### src/gfx_pkg.sv
// ~~~~~~~~~~~~~~~~~~~~
// drawing types shared by the line engine and the framebuffer
// coordinates are signed so that clipped lines can start off screen
// ~~~~~~~~~~~~~~~~~~~~

package gfx_pkg;

    localparam int CORDW = 16;  // coordinate width
    localparam int CIDXW = 4;   // colour index width

    typedef logic signed [CORDW-1:0] coord_t;
    typedef logic [CIDXW-1:0] cidx_t;

    // one line as set up by the host
    typedef struct packed {
        coord_t x0;
        coord_t y0;
        coord_t x1;
        coord_t y1;
        cidx_t  cidx;
    } line_cmd_t;

    // one pixel from the engine to the framebuffer
    typedef struct packed {
        logic   valid;
        coord_t x;
        coord_t y;
        cidx_t  cidx;
    } pix_wr_t;

endpackage

### src/draw_line.sv
// ~~~~~~~~~~~~~~~~~~~~
// Bresenham line engine, all octants, one pixel per cycle
// start is ignored while busy; no clipping here
// ~~~~~~~~~~~~~~~~~~~~

`timescale 1ns/100ps

module draw_line import gfx_pkg::*; (
    input  logic      clk_100m,
    input  logic      rst_n,
    input  line_cmd_t cmd,
    input  logic      start,
    output pix_wr_t   pix,
    output logic      busy
);

    typedef enum logic [1:0] {
        IDLE,
        INIT,
        DRAW
    } state_t;

    state_t state;

    coord_t x, y;     // current pixel
    coord_t xe, ye;   // end point
    cidx_t  cidx;
    logic signed [CORDW:0]   dx, dy;           // dy is kept negative
    logic signed [CORDW:0]   dx_raw, dy_raw;
    logic signed [CORDW:0]   abs_dx, neg_dy;
    logic signed [CORDW+1:0] err;
    logic signed [CORDW+2:0] e2;
    logic sx, sy;     // step towards smaller coordinate
    logic at_end;
    logic step_x, step_y;

    always_comb begin
        dx_raw = (CORDW+1)'(xe) - (CORDW+1)'(x);
        dy_raw = (CORDW+1)'(ye) - (CORDW+1)'(y);
        abs_dx = dx_raw[CORDW] ? -dx_raw : dx_raw;
        neg_dy = dy_raw[CORDW] ? dy_raw : -dy_raw;

        e2     = (CORDW+3)'(err) <<< 1;
        step_x = e2 >= dy;
        step_y = e2 <= dx;
        at_end = (x == xe) && (y == ye);
    end

    // control
    always_ff @(posedge clk_100m or negedge rst_n) begin
        if (!rst_n) begin
            state <= IDLE;
        end else begin
            case (state)
                IDLE: if (start) state <= INIT;
                INIT: state <= DRAW;
                DRAW: if (at_end) state <= IDLE;  // end point just emitted
                default: state <= IDLE;
            endcase
        end
    end

    // datapath
    always_ff @(posedge clk_100m) begin
        case (state)
            IDLE: begin
                if (start) begin
                    x    <= cmd.x0;
                    y    <= cmd.y0;
                    xe   <= cmd.x1;
                    ye   <= cmd.y1;
                    cidx <= cmd.cidx;
                end
            end
            INIT: begin
                dx  <= abs_dx;
                dy  <= neg_dy;
                sx  <= dx_raw[CORDW];
                sy  <= dy_raw[CORDW];
                err <= (CORDW+2)'(abs_dx) + (CORDW+2)'(neg_dy);
            end
            DRAW: begin
                if (!at_end) begin
                    if (step_x) x <= sx ? x - 1'b1 : x + 1'b1;
                    if (step_y) y <= sy ? y - 1'b1 : y + 1'b1;
                    // both corrections may apply in the same step
                    err <= err + (step_x ? (CORDW+2)'(dy) : '0)
                               + (step_y ? (CORDW+2)'(dx) : '0);
                end
            end
            default: ;
        endcase
    end

    always_comb begin
        busy      = state != IDLE;
        pix.valid = state == DRAW;
        pix.x     = x;
        pix.y     = y;
        pix.cidx  = cidx;
    end

endmodule

### config.mk
export PLATFORM = sky130hd
export DESIGN_NAME = draw_line
export DESIGN_NICKNAME = d
export VERILOG_FILES = /design/src/gfx_pkg.sv /design/src/draw_line.sv
export SDC_FILE = /design/constraint.sdc
export NUM_CORES = 1
export LEC_CHECK = 0
export BUFFER_PORTS_ARGS = -buffer_cell sky130_fd_sc_hd__buf_4
export CORE_ASPECT_RATIO = 0.7
export CORE_UTILIZATION = 32
export CTS_CLUSTER_SIZE = 12
export DETAILED_ROUTE_END_ITERATION = 8
export HOLD_SLACK_MARGIN = 0.08
export PLACE_DENSITY = 0.52
export SETUP_SLACK_MARGIN = 0.02
export SYNTH_ARGS = -nofsm -noshare
export SYNTH_HDL_FRONTEND = slang
export SYNTH_SLANG_ARGS = --single-unit
### constraint.sdc
create_clock -name clk_100m -period 4.6 [get_ports clk_100m]
set_input_delay 0.92 -clock clk_100m [delete_from_list [all_inputs] [get_ports clk_100m]]
set_output_delay 0.92 -clock clk_100m [all_outputs]
set_load 0.01 [all_outputs]
==> impl_metrics.sql <==
INSERT INTO impl_metrics (metric_group, metric, value, unit) VALUES
('worst_setup_path', 'critical_path.reg2reg.startpoint', 'err[15]', ''),
('place', 'port_buffers', '108', ''),
('clock_tree', 'worst_setup_hold_path_clk_slew', '0.06', 'ns'),
('floorplanning', 'dieHeight', '157', 'µm'),
('logic_synthesis', 'synthTopCellsByCount', '131 x ha_1, 122 x edfxtp_1, 117 x inv_1', ''),
('worst_hold_path', 'hold_class', 'primary input to async pin', ''),
('worst_setup_path', 'r2r_worst_path_depth', '20', ''),
('timing', 'slew_viols_final', '0', ''),
('timing', 'minimum_clock_period', '4.93', 'ns'),
('clock_tree', 'tritoncts', 'done', ''),
('timing', 'finalSetupViolations', '7', ''),
('floorplanning', 'floorplan.initialDensity', '0.327', ''),
('logic_synthesis', 'synth-edff-count', '122', ''),
('worst_setup_path', 'crit_slowest_cell', 'fa_1', ''),
('logic_synthesis', 'netlist_top_cells_area', 'edfxtp_1 33%, ha_1 15%, xnor2_1 4.3%', ''),
('detailed_routing', 'drtPass1Iterations', '5', ''),
('logic_synthesis', 'synth_top_cell_area_share', '0.333', ''),
('timing', 'setup_tns', '-1.18', 'ns'),
('worst_setup_path', 'most_used_cell_cp', 'and2_4', ''),
('clock_tree', 'clockBufferDepth', '2', ''),
('floorplanning', 'core_region_area', '33700', 'µm²'),
('clock_tree', 'ctsHtreeMaxLevel', '4', ''),
('timing', 'setup_repair_after_global_routing_missed_its_margin', 'true', ''),
('global_routing', 'number_of_global_route_vias_before_repair', '9922', ''),
('logic_synthesis', 'ys_warn_count', '0', ''),
('timing', 'worst_pin_slew', '0.729', 'ns'),
('worst_setup_path', 'worstPathRequired', '4.78', 'ns'),
('timing', 'max_freq', '203', 'MHz'),
('layout', 'antennaDiodeCount', '0', ''),
('detailed_routing', 'vias_per_cell', '4.97', ''),
('run_status', 'violations_in_the_final_reports', 'negative setup slack', ''),
('timing', 'fin_crit_sh', '1.07', ''),
('logic_synthesis', 'synthMostInstantiatedCell', 'ha_1', ''),
('worst_setup_path', 'worstReg2RegEnd', 'err[17]', ''),
('logic_synthesis', 'net_count_after_synthesis', '1396', ''),
('timing', 'finalClockSkew', '0.0179', 'ns'),
('logic_synthesis', 'postSynthRegisterBits', '124', ''),
('timing', 'setup_ws', '-0.326', 'ns'),
('place', 'dp.final_hpwl', '25.9', 'mm'),
('layout', 'areaGrowthSynthToFinish', '41.3', '%'),
('logic_synthesis', 'synthArstFlopShare', '0.0161', ''),
('flow_run', 'drv.max_cap_violation_count', '0', ''),
('global_routing', 'grtUsageTotal', '0.194', ''),
('clock_tree', 'clk-insertion-delay-late', '0.45', 'ns'),
('worst_setup_path', 'critical_path_arrival', '5.11', 'ns'),
('floorplanning', 'die-area', '35100', 'µm²'),
('global_routing', 'grt_max_degree', '54', ''),
('global_routing', 'grt_overflow', '0', ''),
('clock_tree', 'clock_sink_count', '124', ''),
('worst_setup_path', 'timing.setup.critical_path_class', 'flop to flop', ''),
('worst_setup_path', 'cp-start-kind', 'flop', ''),
('logic_synthesis', 'synthesis.area', '11000', 'µm²'),
('run_status', 'run_status', 'finished, violations left', ''),
('worst_setup_path', 'endpoint_kind_of_the_worst_setup_timing_path', 'flop', ''),
('logic_synthesis', 'synth_cell_type_count', '74', ''),
('clock_tree', 'cts_made_buffers', '17', ''),
('global_routing', 'number_of_antenna_violations_at_the_first_check_in_global_routing', '0', ''),
('place', 'globalplace.congestion', '0.853', ''),
('detailed_routing', 'ant_nets', '0', ''),
('layout', 'final_core_util', '0.462', ''),
('worst_setup_path', 'crit_path_max_fanout', '4', ''),
('clock_tree', 'ctsRootBufferMaster', 'clkbuf_16', ''),
('timing', 'finalHoldViolations', '0', ''),
('floorplanning', 'num_rows', '56', ''),
('worst_setup_path', 'crit_path_cell_trace', 'ha_4, nand3_2, or3_4, and2_4, a311o_1, o31a_1, buf_4, and2_4, fa_1, ha_2, inv_2, fa_2, nand2b_4, a21oi_4, o211ai_1, a211oi_2, nor2_1, a211o_1, xnor3_1, a21oi_1', ''),
('layout', 'drive_above_1_share', '0.332', ''),
('detailed_routing', 'drcViolationCount', '0', ''),
('logic_synthesis', 'postSynth.topFlopCell', 'edfxtp_1', ''),
('detailed_routing', 'vias', '10100', ''),
('logic_synthesis', 'synth_largest_area_cell', 'edfxtp_1', ''),
('clock_tree', 'cts-hold-fix-buffers', '0', '');
state kept, by name, indices dropped and copies added, names as in the netlist:
name / count
dx: 17
state: 2
dy: 17
cidx: 4
xe: 16
sy: 1
y: 16
x: 16
ye: 16
sx: 1
err: 18
cell families (layout without fill, tap and decap cells):
family,Yosys count,count (layout),synth area share
simple gates,361,361,0.167
compound gates,301,302,0.179
fa+ha+maj,154,154,0.191
buf+inv,137,538,0.0482
flops,124,124,0.337
xor+xnor,92,92,0.0757
mux,2,2,0.00182
cell type report:
type	instances	area, µm²
Sequential cell	124	3710
Timing Repair Buffer	389	2940
Clock inverter	12	104
Fill cell	3244	18100
Clock buffer	20	437
Inverter	117	439
Tap cell	464	581
Multi-Input combinational cell	911	7340
worst max path at each step:
stage                       start  endpoint  depth (start not counted)
after floorplan           err[11]   err[17]                         19
final                     err[15]   err[17]                         20
after detailed placement  err[15]   err[17]                         19
after global routing      err[13]   err[17]                         20
after global placement     err[0]   err[16]                         20
after CTS                  err[0]   err[17]                         20
metrics by stage:
step	instance area [µm²]	setup slack, ns	instances	hold WS (ns)
after floorplan	11100	-0.0161	1171	0.544
after global placement	14300	-0.310	1973	0.599
after detailed placement	14300	-0.448	1973	0.627
after CTS	15100	-0.172	2016	0.220
after global routing	15600	-0.436	2037	0.222
final	15600	-0.326	2037	0.243
placed cells by master, fill, tap and decap left out, types with 8 or more instances in the layout:
master and count:
a21oi_1 65, o211ai_1 9, clkbuf_16 17, o31ai_1 9
o21ai_0 66, nor2b_1 18, xnor2_1 52, or3_1 11
fa_1 18, ha_4 10, inv_1 113, nor3_1 26
o21a_1 11, o21ai_1 8, edfxtp_1 122, buf_4 383
nand3_1 23, a211oi_1 12, nand4_1 13, a21o_1 16
xor2_1 34, ha_1 118, or2_2 14, nand2b_1 14
nand2_1 93, a21oi_2 12, nor2_1 70, and2_1 19
o21bai_1 11
routing by layer:
layer	global-route usage	wire length, µm	vias to the layer above
met5	0	0	-
met4	0.0489	291	0
met3	0.0454	1740	22
met2	0.294	14300	215
met1	0.275	17000	4830
li1	-	-	5059
worst max-delay path: cells and delay by family, from the launching register on:
family | cells | cell delay [ns]
compound gates | 7 | 1.46
fa+ha+maj | 4 | 1.33
simple gates | 6 | 0.97
flops | 1 | 0.49
buf+inv | 2 | 0.21
xor+xnor | 1 | 0.21
what timing repair did:
| action | in CTS | in global routing |
|---|---|---|
| gates cloned | 1 | 0 |
| gates resized for setup | 40 | 64 |
| setup endpoints to repair | 8 | 10 |
| setup buffers | 10 | 21 |
| pin swaps | 29 | 47 |
Power is not shown: default switching activity piles up to over one toggle a cycle in this logic, so the estimate is an artifact.
