===== config.mk =====
export PLATFORM = sky130hd
export DESIGN_NAME = line_cmd_decode
export DESIGN_NICKNAME = d
export VERILOG_FILES = /design/src/gfx_pkg.sv /design/src/apb_pkg.sv /design/src/line_cmd_decode.sv
export SDC_FILE = /design/constraint.sdc
export NUM_CORES = 1
export LEC_CHECK = 0
export CAP_MARGIN = 20
export CORE_MARGIN = 2
export CORE_UTILIZATION = 26
export CTS_BUF_LIST = sky130_fd_sc_hd__clkbuf_4 sky130_fd_sc_hd__clkbuf_8 sky130_fd_sc_hd__clkbuf_16
export CTS_CLUSTER_SIZE = 20
export DETAILED_ROUTE_END_ITERATION = 8
export DONT_BUFFER_PORTS = 1
export PLACE_DENSITY = 0.46
export SLEW_MARGIN = 20
export SYNTH_ARGS = -nofsm -noshare
export SYNTH_HDL_FRONTEND = slang
export SYNTH_SLANG_ARGS = --single-unit

===== constraint.sdc =====
create_clock -name clk_100m -period 1.6 [get_ports clk_100m]
set_input_delay 0.16 -clock clk_100m [delete_from_list [all_inputs] [get_ports clk_100m]]
set_output_delay 0.16 -clock clk_100m [all_outputs]
set_load 0.02 [all_outputs]

===== src/gfx_pkg.sv =====
// ~~~~~~~~~~~~~~~~~~~~
// drawing types shared by the line engine and the framebuffer
// coordinates are signed so that clipped lines can start off screen
// ~~~~~~~~~~~~~~~~~~~~

package gfx_pkg;

    localparam int CORDW = 16;  // coordinate width
    localparam int CIDXW = 4;   // colour index width

    typedef logic signed [CORDW-1:0] coord_t;
    typedef logic [CIDXW-1:0] cidx_t;

    // one line as set up by the host
    typedef struct packed {
        coord_t x0;
        coord_t y0;
        coord_t x1;
        coord_t y1;
        cidx_t  cidx;
    } line_cmd_t;

    // one pixel from the engine to the framebuffer
    typedef struct packed {
        logic   valid;
        coord_t x;
        coord_t y;
        cidx_t  cidx;
    } pix_wr_t;

endpackage


===== src/apb_pkg.sv =====
// ~~~~~~~~~~~~~~~~~~~~
// APB bus structs and the register map of the line accelerator
// 16-bit byte addresses, 32-bit data
// ~~~~~~~~~~~~~~~~~~~~

package apb_pkg;

    typedef struct packed {
        logic [15:0] paddr;
        logic        psel;
        logic        penable;
        logic        pwrite;
        logic [31:0] pwdata;
    } apb_req_t;

    typedef struct packed {
        logic [31:0] prdata;
        logic        pready;
        logic        pslverr;
    } apb_rsp_t;

    localparam logic [15:0] REG_P0   = 16'h0000;  // {y0, x0}
    localparam logic [15:0] REG_P1   = 16'h0004;  // {y1, x1}
    localparam logic [15:0] REG_CTRL = 16'h0008;  // wr: colour, start, clear; rd: busy
    localparam logic [15:0] PIX_BASE = 16'h1000;  // pixel window, one word per pixel

    // control register bit positions
    localparam int CTRL_START = 8;
    localparam int CTRL_CLEAR = 9;

endpackage


===== src/line_cmd_decode.sv =====
// ~~~~~~~~~~~~~~~~~~~~
// APB register block; pixel window must fit below 0x10000
// start and clear are refused with pslverr while anything is busy
// ~~~~~~~~~~~~~~~~~~~~

`timescale 1ns/100ps

module line_cmd_decode import gfx_pkg::*, apb_pkg::*; #(
    parameter int FB_W = 64,
    parameter int FB_H = 64
) (
    input  logic                             clk_100m,
    input  logic                             rst_n,
    input  apb_req_t                         apb_req,
    output apb_rsp_t                         apb_rsp,
    output line_cmd_t                        cmd,
    output logic                             start,
    output logic                             clear,
    output logic [$clog2(FB_W * FB_H)-1:0]   rd_addr,
    input  cidx_t                            rd_data,
    input  logic                             draw_busy,
    input  logic                             clear_busy
);

    localparam int AW = $clog2(FB_W * FB_H);
    localparam logic [15:0] PIX_END = 16'(PIX_BASE + 4 * FB_W * FB_H);

    logic        access;      // access phase of a transfer
    logic        hit_p0, hit_p1, hit_ctrl, hit_pix, unmapped;
    logic        pix_wait;    // pixel read wait state done
    logic        ctrl_cmd;    // ctrl write asking for start or clear
    logic        busy_any;
    logic        refused;
    logic        wr_ok;
    logic [15:0] pix_off;

    always_comb begin
        access   = apb_req.psel & apb_req.penable;
        hit_p0   = apb_req.paddr == REG_P0;
        hit_p1   = apb_req.paddr == REG_P1;
        hit_ctrl = apb_req.paddr == REG_CTRL;
        hit_pix  = apb_req.paddr >= PIX_BASE && apb_req.paddr < PIX_END;
        unmapped = !(hit_p0 || hit_p1 || hit_ctrl || hit_pix);

        busy_any = draw_busy | clear_busy;
        ctrl_cmd = hit_ctrl & apb_req.pwrite
                 & (apb_req.pwdata[CTRL_START] | apb_req.pwdata[CTRL_CLEAR]);
        refused  = ctrl_cmd & busy_any;
        wr_ok    = access & apb_req.pwrite & ~hit_pix & ~refused;

        pix_off  = apb_req.paddr - PIX_BASE;
        rd_addr  = pix_off[AW+1:2];  // word index = y*FB_W + x
    end

    always_comb begin
        apb_rsp.pready  = access & (~hit_pix | pix_wait);
        apb_rsp.pslverr = apb_rsp.pready & (unmapped | refused);
        apb_rsp.prdata  = '0;  // unmapped reads return zero
        if (hit_p0) begin
            apb_rsp.prdata = {cmd.y0, cmd.x0};
        end else if (hit_p1) begin
            apb_rsp.prdata = {cmd.y1, cmd.x1};
        end else if (hit_ctrl) begin
            apb_rsp.prdata = {31'b0, busy_any};
        end else if (hit_pix) begin
            apb_rsp.prdata = {{(32 - CIDXW){1'b0}}, rd_data};
        end
    end

    // command pulses and the pixel read wait state
    always_ff @(posedge clk_100m or negedge rst_n) begin
        if (!rst_n) begin
            start    <= 1'b0;
            clear    <= 1'b0;
            pix_wait <= 1'b0;
        end else begin
            // clear wins if both bits are set
            start    <= wr_ok & hit_ctrl & apb_req.pwdata[CTRL_START]
                      & ~apb_req.pwdata[CTRL_CLEAR];
            clear    <= wr_ok & hit_ctrl & apb_req.pwdata[CTRL_CLEAR];
            pix_wait <= access & hit_pix & ~pix_wait;
        end
    end

    // line registers
    always_ff @(posedge clk_100m) begin
        if (wr_ok && hit_p0) begin
            cmd.x0 <= apb_req.pwdata[15:0];
            cmd.y0 <= apb_req.pwdata[31:16];
        end
        if (wr_ok && hit_p1) begin
            cmd.x1 <= apb_req.pwdata[15:0];
            cmd.y1 <= apb_req.pwdata[31:16];
        end
        if (wr_ok && hit_ctrl) begin
            cmd.cidx <= apb_req.pwdata[CIDXW-1:0];
        end
    end

endmodule


==> results of run 1 <==
[through the flow]
step	cells	hold WS, ns	util
6_report	398	0.02825	0.4348
5_1_grt	398	0.02398	0.4348
4_1_cts	394	0.003957	0.4335
3_5_place_dp	320	-0.1354	0.3278
3_3_place_gp	320	-0.1354	0.3278
2_1_floorplan	170	-0.1356	-
[worst min path at each step]
stage,slack [ns],endpoint
after global routing,0.02,pix_wait
after detailed placement,-0.14,start
after floorplan,-0.14,clear
after global placement,-0.14,pix_wait
final,0.03,pix_wait
after CTS,0.004,pix_wait
[area by class of cell]
| class | count | area share |
|---|---|---|
| multi-input cells | 74 | 0.2124 |
| clock buffers | 9 | 0.04737 |
| flip-flops and latches | 71 | 0.4453 |
| well taps | 140 | 0.03684 |
| repair buffers | 89 | 0.2232 |
| diodes | 1 | 0.0005263 |
| clock inverters | 7 | 0.02553 |
| inverters | 7 | 0.008947 |
[cells by family after synthesis]
kind of cell / count (synthesis) / synth area share
AOI/OAI and AO/OA: 42 / 0.1225
adders and majority gates: 3 / 0.01276
buffers and inverters: 25 / 0.05274
DFF: 71 / 0.7197
muxes: 1 / 0.003403
and+or+nand+nor: 28 / 0.08890
[Yosys cell counts]
| cell | count | area share |
|---|---|---|
| or3b_2 | 1 | 0.0030 |
| nor4_2 | 2 | 0.0085 |
| edfxtp_1 | 68 | 0.69 |
| a21oi_1 | 2 | 0.0034 |
| o31ai_1 | 1 | 0.0026 |
| dfrtp_1 | 3 | 0.026 |
| a221o_1 | 3 | 0.010 |
| buf_4 | 13 | 0.033 |
| nor3b_2 | 1 | 0.0043 |
| buf_6 | 1 | 0.0038 |
| nand3_1 | 2 | 0.0034 |
| ha_1 | 3 | 0.013 |
| nor2_1 | 5 | 0.0064 |
| nor2b_1 | 1 | 0.0021 |
| nor4_4 | 2 | 0.014 |
| buf_2 | 4 | 0.0068 |
| a31oi_1 | 1 | 0.0021 |
| a22o_1 | 28 | 0.083 |
| o22ai_1 | 1 | 0.0021 |
| or3b_4 | 1 | 0.0038 |
| o31ai_4 | 1 | 0.0072 |
| mux2i_1 | 1 | 0.0034 |
| and3_1 | 1 | 0.0021 |
| o21ai_0 | 2 | 0.0034 |
| and4_4 | 1 | 0.0038 |
| nor3b_1 | 4 | 0.010 |
| o221ai_1 | 1 | 0.0030 |
| nand4_4 | 1 | 0.0072 |
| inv_1 | 7 | 0.0089 |
| o21a_1 | 2 | 0.0051 |
| nor3_1 | 1 | 0.0017 |
| nor3b_4 | 1 | 0.0064 |
| nand2_1 | 1 | 0.0013 |
| nor3_2 | 3 | 0.010 |
[per-layer routing]
layer | part of all wire | track usage
met4 | 0.020 | 0.05446
met3 | 0.085 | 0.04879
met2 | 0.55 | 0.2423
met5 | 0 | 0
met1 | 0.34 | 0.1303
[sequential cells by signal (all words and copies together), names as in the netlist]
| register | count |
|---|---|
| clear | 1 |
| cmd | 68 |
| pix_wait | 1 |
| start | 1 |
[cell usage in the layout (no fill, tap or decap), types with 3 or more instances in the layout]
cell type	n
a221o_1	3
a22o_4	28
buf_12	15
buf_4	21
buf_6	14
buf_8	4
bufinv_16	3
clkbuf_16	9
clkinv_4	3
dfrtp_1	3
dlygate4sd3_1	33
edfxtp_1	68
inv_1	4
nor2_1	4
nor4_4	3
[what timing repair did]
action	CTS	global route
pin swaps	25	18
hold buffers	33	0
setup buffers	18	9
resized for setup	36	9
endpoints found under the hold margin	73	0
gates cloned	7	0
endpoints found under the setup margin	101	101
[power breakdown]
| group | switching [mW] | internal, mW | total (mW) | leakage (nW) |
|---|---|---|---|---|
| logic | 0.0866 | 0.113 | 0.199 | 0.942 |
| registers | 0.000718 | 2.04 | 2.04 | 0.653 |
| clock network | 0.728 | 1.53 | 2.25 | 0.170 |
==> results by group, run 1 <==
Status
  • Status: finished with violations
  • Violated checks: negative setup slack

Route
  • Avg WL per Cell: about 20 µm
  • WL final: ~8000 µm
  • Initial DRC Count: 104
  • DRT antenna net count: 0
  • First-pass DRT Iterations: 4
  • Via count: ~1900
  • Vias per cell: 4.776
  • DRC viols: 0

Place
  • Placed cell areas: 3585 µm²
  • GP Congestion: about 0.74
  • Port buffer count: 0
  • Setup WS pre-CTS: -0.4981 ns
  • Hpwl dp: 5927 µm

Worst setup path
  • Worst Setup Start Kind: input pin
  • Cell Chain, Critical Path: inv_12, ha_4, nor3b_2, and4_4, o31ai_4, or3b_4, buf_12, nor2_4, buf_4, buf_8
  • Signal arrival time at the worst endpoint: 1.90 ns
  • CP bufs+invs: 4
  • CP top delay family: simple AND/OR/NAND/NOR gates
  • Crit path max fanout: 6
  • R2R depth: 1
  • Critical path class: in -> reg
  • Element type at the critical path end: flip-flop
  • R2R Path Start: pix_wait
  • Crit path required time: 1.64 ns
  • Crit path to: cmd[13]
  • Worst R2R Setup Slack: 0.94 ns
  • CP Depth: 10
  • Largest stage delay, worst path: about 0.45 ns
  • Worst setup path start: apb_req[48]
  • Reg-to-Reg End: pix_wait
  • Slowest-stage cell, CP: or3b_4

Global route
  • Initial antenna violation count: 1
  • GR Overflow Total: 0
  • Global-route wire length before repair: about 11000 µm
  • Vias in the first global route: 1992
  • Total track usage: 0.1307
  • Largest net degree at the start of global routing: 14

STA
  • Fmax: between 500 and 600 MHz
  • Final setup margin: -0.2577 ns
  • Clk_skew: 0 ns
  • Slew headroom: 0.7801
  • Final Cycle Share: 1.161
  • Final Max Slew Viols: 0
  • Final Hold Fails: 0
  • Final setup violation count: around 100
  • Setup tns final: -19.21 ns
  • Slew @ Worst Pin: approximately 0.33 ns
  • Final min period: about 1.9 ns
  • RSZ-0062 raised after global routing: yes

Min path
  • Hold Startpoint: apb_req[33]
  • Worst hold stages: 2
  • Hold crit path type: in -> reg

Floorplan
  • Row count: 38
  • DIE AREA: around 12000 µm²
  • Chip width: between 100 and 150 µm
  • Initial Utilization: 0.2690
  • I/O pins: 175
  • CORE AREA: ~11000 µm²
  • Die H: 110.4 µm

Cells and area
  • Share of layout cells above drive strength 1: 0.4864
  • # fillers: about 1000
  • Seq. cell area: 2117 µm²
  • Final net count: between 300 and 400
  • Multi-input logic area: 1010 µm²
  • Final instance area: 4755 µm²
  • Area Growth Syn to Fin: 61.63%

Power and ir drop
  • Leak: 1.764 nW
  • Peak VDD IR: between 500 and 600 µV
  • Total power: 4.490 mW
  • Pwr Density: 944.3 nW/µm²

Run
  • Max-cap violations: 0

CTS
  • Clock sinks: 71
  • Root Driver: clkbuf_16
  • TritonCTS clock tree: done
  • Cts bufs inserted: 9
  • Max Buffers Root-to-Sink: 2
  • H-Tree Depth: 3
  • Worst-skew pair later-pin latency: between 0.3 and 0.4 ns
  • Clock-pin slew on the worst setup and hold paths: around 0.060 ns

Synth
  • Yosys warns: 0
  • Mapped Area: 2942 µm²
  • Seq cells post-synth: 71
  • Syn Inst Count: 170
  • Share of the yosys chip area belonging to registers: 0.7197
  • Cell variety after synth: 34
  • Syn avg cell area: 17.30 µm²
  • Post-Syn Nets: ~230
(Power assumes the default switching activity.)
==> run 2: changes to the inputs <==
--- a/config.mk
+++ b/config.mk
@@ -14,3 +14,5 @@
 export DONT_BUFFER_PORTS = 1
+export GPL_ROUTABILITY_DRIVEN = 0
 export PLACE_DENSITY = 0.46
+export SETUP_SLACK_MARGIN = 0.4
 export SLEW_MARGIN = 20
--- a/constraint.sdc
+++ b/constraint.sdc
@@ -3,2 +3,2 @@
 set_output_delay 0.16 -clock clk_100m [all_outputs]
-set_load 0.02 [all_outputs]
+set_load 0.01 [all_outputs]
==> results by group, run 2 (synthesized netlist as in run 1, its figures left out) <==
Power and ir drop
  • Switching share of power: 0.2072
  • Sequential share of power: 0.506
  • Sw power: 833.2 µW
  • Internal power: 3.189 mW
  • Clock network power share: 0.443
  • Pwr Density: 873.7 nW/µm²
  • Comb power frac: 0.051
  • Leak: 1.673 nW
  • Peak VDD IR: about 490 µV

Min path
  • Hold crit path type: in -> reg

Worst setup path
  • Crit path required time: 1.65 ns
  • Worst Setup Start Kind: input pin
  • Critical path class: in -> reg
  • Largest stage delay, worst path: 0.45 ns
  • Most used cell, CP: buf_6
  • Signal arrival time at the worst endpoint: 1.85 ns
  • Cell Chain, Critical Path: inv_12, ha_4, nor3b_2, and4_4, o31ai_4, or3b_4, buf_6, nor2_4, buf_6, buf_6, buf_16
  • Element type at the critical path end: flip-flop
  • Crit path max fanout: 8
  • Worst R2R Setup Slack: between 0.8 and 0.9 ns
  • Slowest-stage cell, CP: or3b_4

Floorplan
  • Row count: 38
  • Chip width: around 110 µm
  • DIE AREA: 12180 µm²
  • I/O pins: 175
  • Initial Utilization: 0.2690
  • Die H: 110.4 µm
  • CORE AREA: 10940 µm²

CTS
  • Cts bufs inserted: 9
  • Root Driver: clkbuf_16
  • TritonCTS clock tree: done
  • Worst-skew pair later-pin latency: 0.32 ns
  • Clock-pin slew on the worst setup and hold paths: ~0.060 ns
  • Max Buffers Root-to-Sink: 2
  • H-Tree Depth: 3
  • Clock sinks: 71

Cells and area
  • Final net count: 306
  • Commonest non-fill, non-tap cells in the layout: edfxtp_1 (68), dlygate4sd3_1 (33), a22o_4 (24)
  • Largest Register: cmd
  • Max FFs per register: 68
  • Most common cell after layout, fill and taps aside: edfxtp_1
  • Area Growth Syn to Fin: 56.49%
  • Share of layout cells above drive strength 1: 0.4597

Global route
  • Largest net degree at the start of global routing: 17
  • Initial antenna violation count: 1
  • GR Overflow Total: 0
  • Total track usage: 0.1335
  • Vias in the first global route: roughly 2000
  • Global-route wire length before repair: 11540 µm

Route
  • First-pass DRT Iterations: 4
  • DRT antenna net count: 0
  • Initial DRC Count: 66
  • Vias per cell: 4.825
  • WL final: 8674 µm
  • Avg WL per Cell: 22.30 µm
  • Via count: 1877
  • DRC viols: 0

STA
  • Clk_skew: 0 ns
  • RSZ-0062 raised after global routing: yes
  • Setup tns final: -14.35 ns
  • Final Hold Fails: 0
  • Final setup margin: -0.2046 ns
  • Final Max Slew Viols: 0
  • Slew @ Worst Pin: 0.3532 ns
  • Final min period: 1.805 ns
  • Final setup violation count: 100
  • Final Cycle Share: 1.128
  • Fmax: ~550 MHz
  • Slew headroom: 0.7628

Place
  • Hpwl dp: 5263 µm
  • Setup WS pre-CTS: -0.4769 ns
  • Port buffer count: 0

Status
  • Violated checks: negative setup slack
  • Status: finished with violations

Run
  • Max-cap violations: 0
-- run 2: changes by cell type in the layout (fill, tap and decap cells not counted), moves of 3 or more --
cell	change
a22o_4	-4
buf_4	-8
bufinv_16	-3
a22o_1	+4
buf_12	-6
buf_6	+3
-- run 2: layer usage --
metal  part of all wire  vias up  global-route usage
met5                  0        -                   0
met4              0.015        0             0.04821
met3              0.088       13             0.04997
met2               0.49       97              0.2222
met1               0.40      936              0.1577
li1                   -      831                   -
-- run 2: cell type report --
type / count / area [µm²]
Tap cell: 140 / 175.2
Multi-Input combinational cell: 74 / 1010
Antenna cell: 1 / 2.502
Fill cell: 1020 / 6332
Inverter: 7 / 42.54
Sequential cell: 71 / 2117
Clock buffer: 9 / 225.2
Clock inverter: 6 / 38.79
Timing Repair Buffer: 81 / 992.2
-- run 2: worst max-delay path: cells and delay by family --
family	cells	cell delay, ns
AOI/OAI and AO/OA	1	0.19
adders and majority gates	1	0.13
buffers and inverters	5	0.50
and+or+nand+nor	4	0.87
-- run 2: through the flow --
step                      cells  utilization  power (mW)  instance area, µm²  hold slack (ns)
after floorplan             170            -       2.177                3017          -0.1356
after global placement      313       0.2977       2.164                3256          -0.1355
after detailed placement    313       0.2977       2.165                3256          -0.1355
after CTS                   379       0.3950       4.050                4319          0.04501
after global routing        388       0.4207       4.155                4601          0.07505
final                       389       0.4209       4.022                4603          0.05464
-- run 2: power groups by stage --
stage | Combinational, mW | Sequential, mW | Clock (mW)
final | 0.205 | 2.04 | 1.78
after global routing | 0.221 | 2.04 | 1.90
after CTS | 0.195 | 2.04 | 1.82
after detailed placement | 0.0883 | 2.08 | 0
after global placement | 0.0874 | 2.08 | 0
after floorplan | 0.101 | 2.08 | 0
-- run 2: worst paths after layout --
kind,from,endpoint,cells after the start
min,apb_req[33],pix_wait,2
max,apb_req[48],cmd[12],11
min reg2reg,pix_wait,pix_wait,1
max reg2reg,pix_wait,pix_wait,1
min in group asynchronous,rst_n,pix_wait,1
max in group asynchronous,rst_n,start,1
-- run 2: what timing repair did --
action                                  4_1_cts  5_1_grt
resized for setup                            53       25
gates cloned                                  6        2
endpoints found under the setup margin      104      104
endpoints found under the hold margin        73        0
buffers inserted                             12        7
hold buffers                                 33        0
pin swaps                                    28       13
==> run 3: changes to the inputs <==
Settings changed: PLACE_DENSITY 0.46 to default.
==> results by group, run 3 (synthesized netlist as in run 1, its figures left out) <==
Status
  • Status: finished with violations
  • Violated checks: negative setup slack

Worst setup path
  • Critical path class: in -> reg
  • Worst setup path start: apb_req[48]
  • Largest stage delay, worst path: 0.44 ns
  • Cell Chain, Critical Path: clkinv_16, buf_6, ha_4, nor3b_2, and4_4, o31ai_4, or3b_4, buf_12, nor2_4, buf_12, buf_12
  • Worst R2R Setup Slack: 0.90 ns
  • Most used cell, CP: buf_12
  • Signal arrival time at the worst endpoint: 1.90 ns
  • Slowest-stage cell, CP: or3b_4
  • R2R depth: 1
  • Element type at the critical path end: flip-flop
  • Reg-to-Reg End: pix_wait
  • R2R Path Start: pix_wait
  • Crit path required time: roughly 1.6 ns
  • Crit path max fanout: 15
  • Worst Setup Start Kind: input pin
  • Crit path to: cmd[24]

CTS
  • Cts bufs inserted: 9
  • Worst-skew pair later-pin latency: 0.32 ns
  • Clock sinks: 71
  • Clock-pin slew on the worst setup and hold paths: 0.05 ns
  • TritonCTS clock tree: done
  • Max Buffers Root-to-Sink: 2
  • Root Driver: clkbuf_16
  • H-Tree Depth: 3

Route
  • DRC viols: 0
  • Avg WL per Cell: 21.32 µm
  • Via count: roughly 1800
  • First-pass DRT Iterations: 4
  • Vias per cell: between 4 and 5
  • DRT antenna net count: 0
  • WL final: 8185 µm
  • Initial DRC Count: 46

Floorplan
  • DIE AREA: 12180 µm²
  • Chip width: 110.4 µm
  • CORE AREA: 10940 µm²
  • Row count: 38
  • I/O pins: 175
  • Initial Utilization: 0.2690
  • Die H: between 100 and 150 µm

Power and ir drop
  • Switching share of power: 0.1932
  • Sw power: approximately 800 µW
  • Sequential share of power: 0.491
  • Internal power: 3.345 mW
  • Peak VDD IR: 605.0 µV
  • Comb power frac: 0.049
  • Pwr Density: 920.2 nW/µm²
  • Leak: 1.619 nW
  • Clock network power share: 0.460

STA
  • RSZ-0062 raised after global routing: yes
  • Fmax: 537.4 MHz
  • Slew @ Worst Pin: 0.3344 ns
  • Final min period: 1.861 ns
  • Final setup margin: -0.2608 ns
  • Slew headroom: 0.7754
  • Setup tns final: -20.66 ns
  • Clk_skew: 0 ns
  • Final Hold Fails: 0
  • Final setup violation count: 100
  • Final Cycle Share: 1.163
  • Final Max Slew Viols: 0

Place
  • Port buffer count: 0
  • Setup WS pre-CTS: -0.4612 ns
  • Placed cell areas: 3246 µm²
  • Hpwl dp: around 5000 µm

Cells and area
  • Final instance area: approximately 4500 µm²
  • Max FFs per register: 68
  • Most common cell after layout, fill and taps aside: edfxtp_1
  • Share of layout cells above drive strength 1: 0.4280
  • Largest Register: cmd
  • Commonest non-fill, non-tap cells in the layout: edfxtp_1 (68), dlygate4sd3_1 (33), a22o_4 (19)
  • Area Growth Syn to Fin: 53.17%
  • Final net count: 300
  • # fillers: 995

Global route
  • GR Overflow Total: 0
  • Global-route wire length before repair: 9929 µm
  • Total track usage: 0.1167
  • Largest net degree at the start of global routing: 33
  • Vias in the first global route: around 1800
  • Initial antenna violation count: 1

Run
  • Max-cap violations: 0

Min path
  • Hold crit path type: in -> reg
[run 3: critical path: cells and delay by family]
kind,cells,cell delay (ns)
AO/OA/AOI/OAI,1,0.19
adder cells (fa/ha/maj),1,0.14
buffers and inverters,5,0.56
AND/OR/NAND/NOR,4,0.84
[run 3: power groups by stage]
stage	registers, mW	logic, mW	clock network (mW)
after global routing	2.04	0.217	2.05
after global placement	2.08	0.0878	0
after floorplan	2.08	0.101	0
after CTS	2.04	0.190	1.96
after detailed placement	2.08	0.0888	0
final	2.04	0.201	1.91
[run 3: stage by stage]
step / cells / utilization / total power [mW] / hold slack (ns)
after floorplan: 170 / - / 2.177 / -0.1356
after global placement: 310 / 0.2968 / 2.164 / -0.1355
after detailed placement: 310 / 0.2968 / 2.165 / -0.1355
after CTS: 370 / 0.3723 / 4.184 / 0.004882
after global routing: 384 / 0.4120 / 4.301 / 0.02498
final: 384 / 0.4120 / 4.146 / 0.02698
[run 3: worst min path at each step]
stage / startpoint / to / slack (ns) / cells after the start
2_1_floorplan: rst_n / clear / -0.14 / 0
3_3_place_gp: rst_n / clear / -0.14 / 0
3_5_place_dp: rst_n / clear / -0.14 / 0
4_1_cts: apb_req[33] / pix_wait / 0.005 / 2
5_1_grt: apb_req[9] / clear / 0.02 / 2
6_report: apb_req[9] / clear / 0.03 / 2
[run 3: area by class of cell]
class | instances | area, µm² | area share
diodes | 1 | 2.502 | 0.0005554
multi-input cells | 74 | 970.9 | 0.2155
repair buffers | 75 | 894.6 | 0.1986
clock buffers | 9 | 225.2 | 0.04999
inverters | 7 | 56.30 | 0.01250
clock inverters | 7 | 63.81 | 0.01416
flip-flops and latches | 71 | 2117 | 0.4699
well taps | 140 | 175.2 | 0.03888
[run 3: repair_timing]
action	in CTS	in global routing
hold buffers	33	0
cloned	1	6
pin swaps	18	13
hold endpoints to repair	71	0
endpoints found under the setup margin	104	105
gates resized for setup	26	34
buffers inserted	10	7
[run 3: per-layer routing]
metal	track usage	part of all wire
met2	0.1915	0.51
met3	0.04468	0.077
met4	0.06964	0.018
met5	0	0
met1	0.1283	0.39
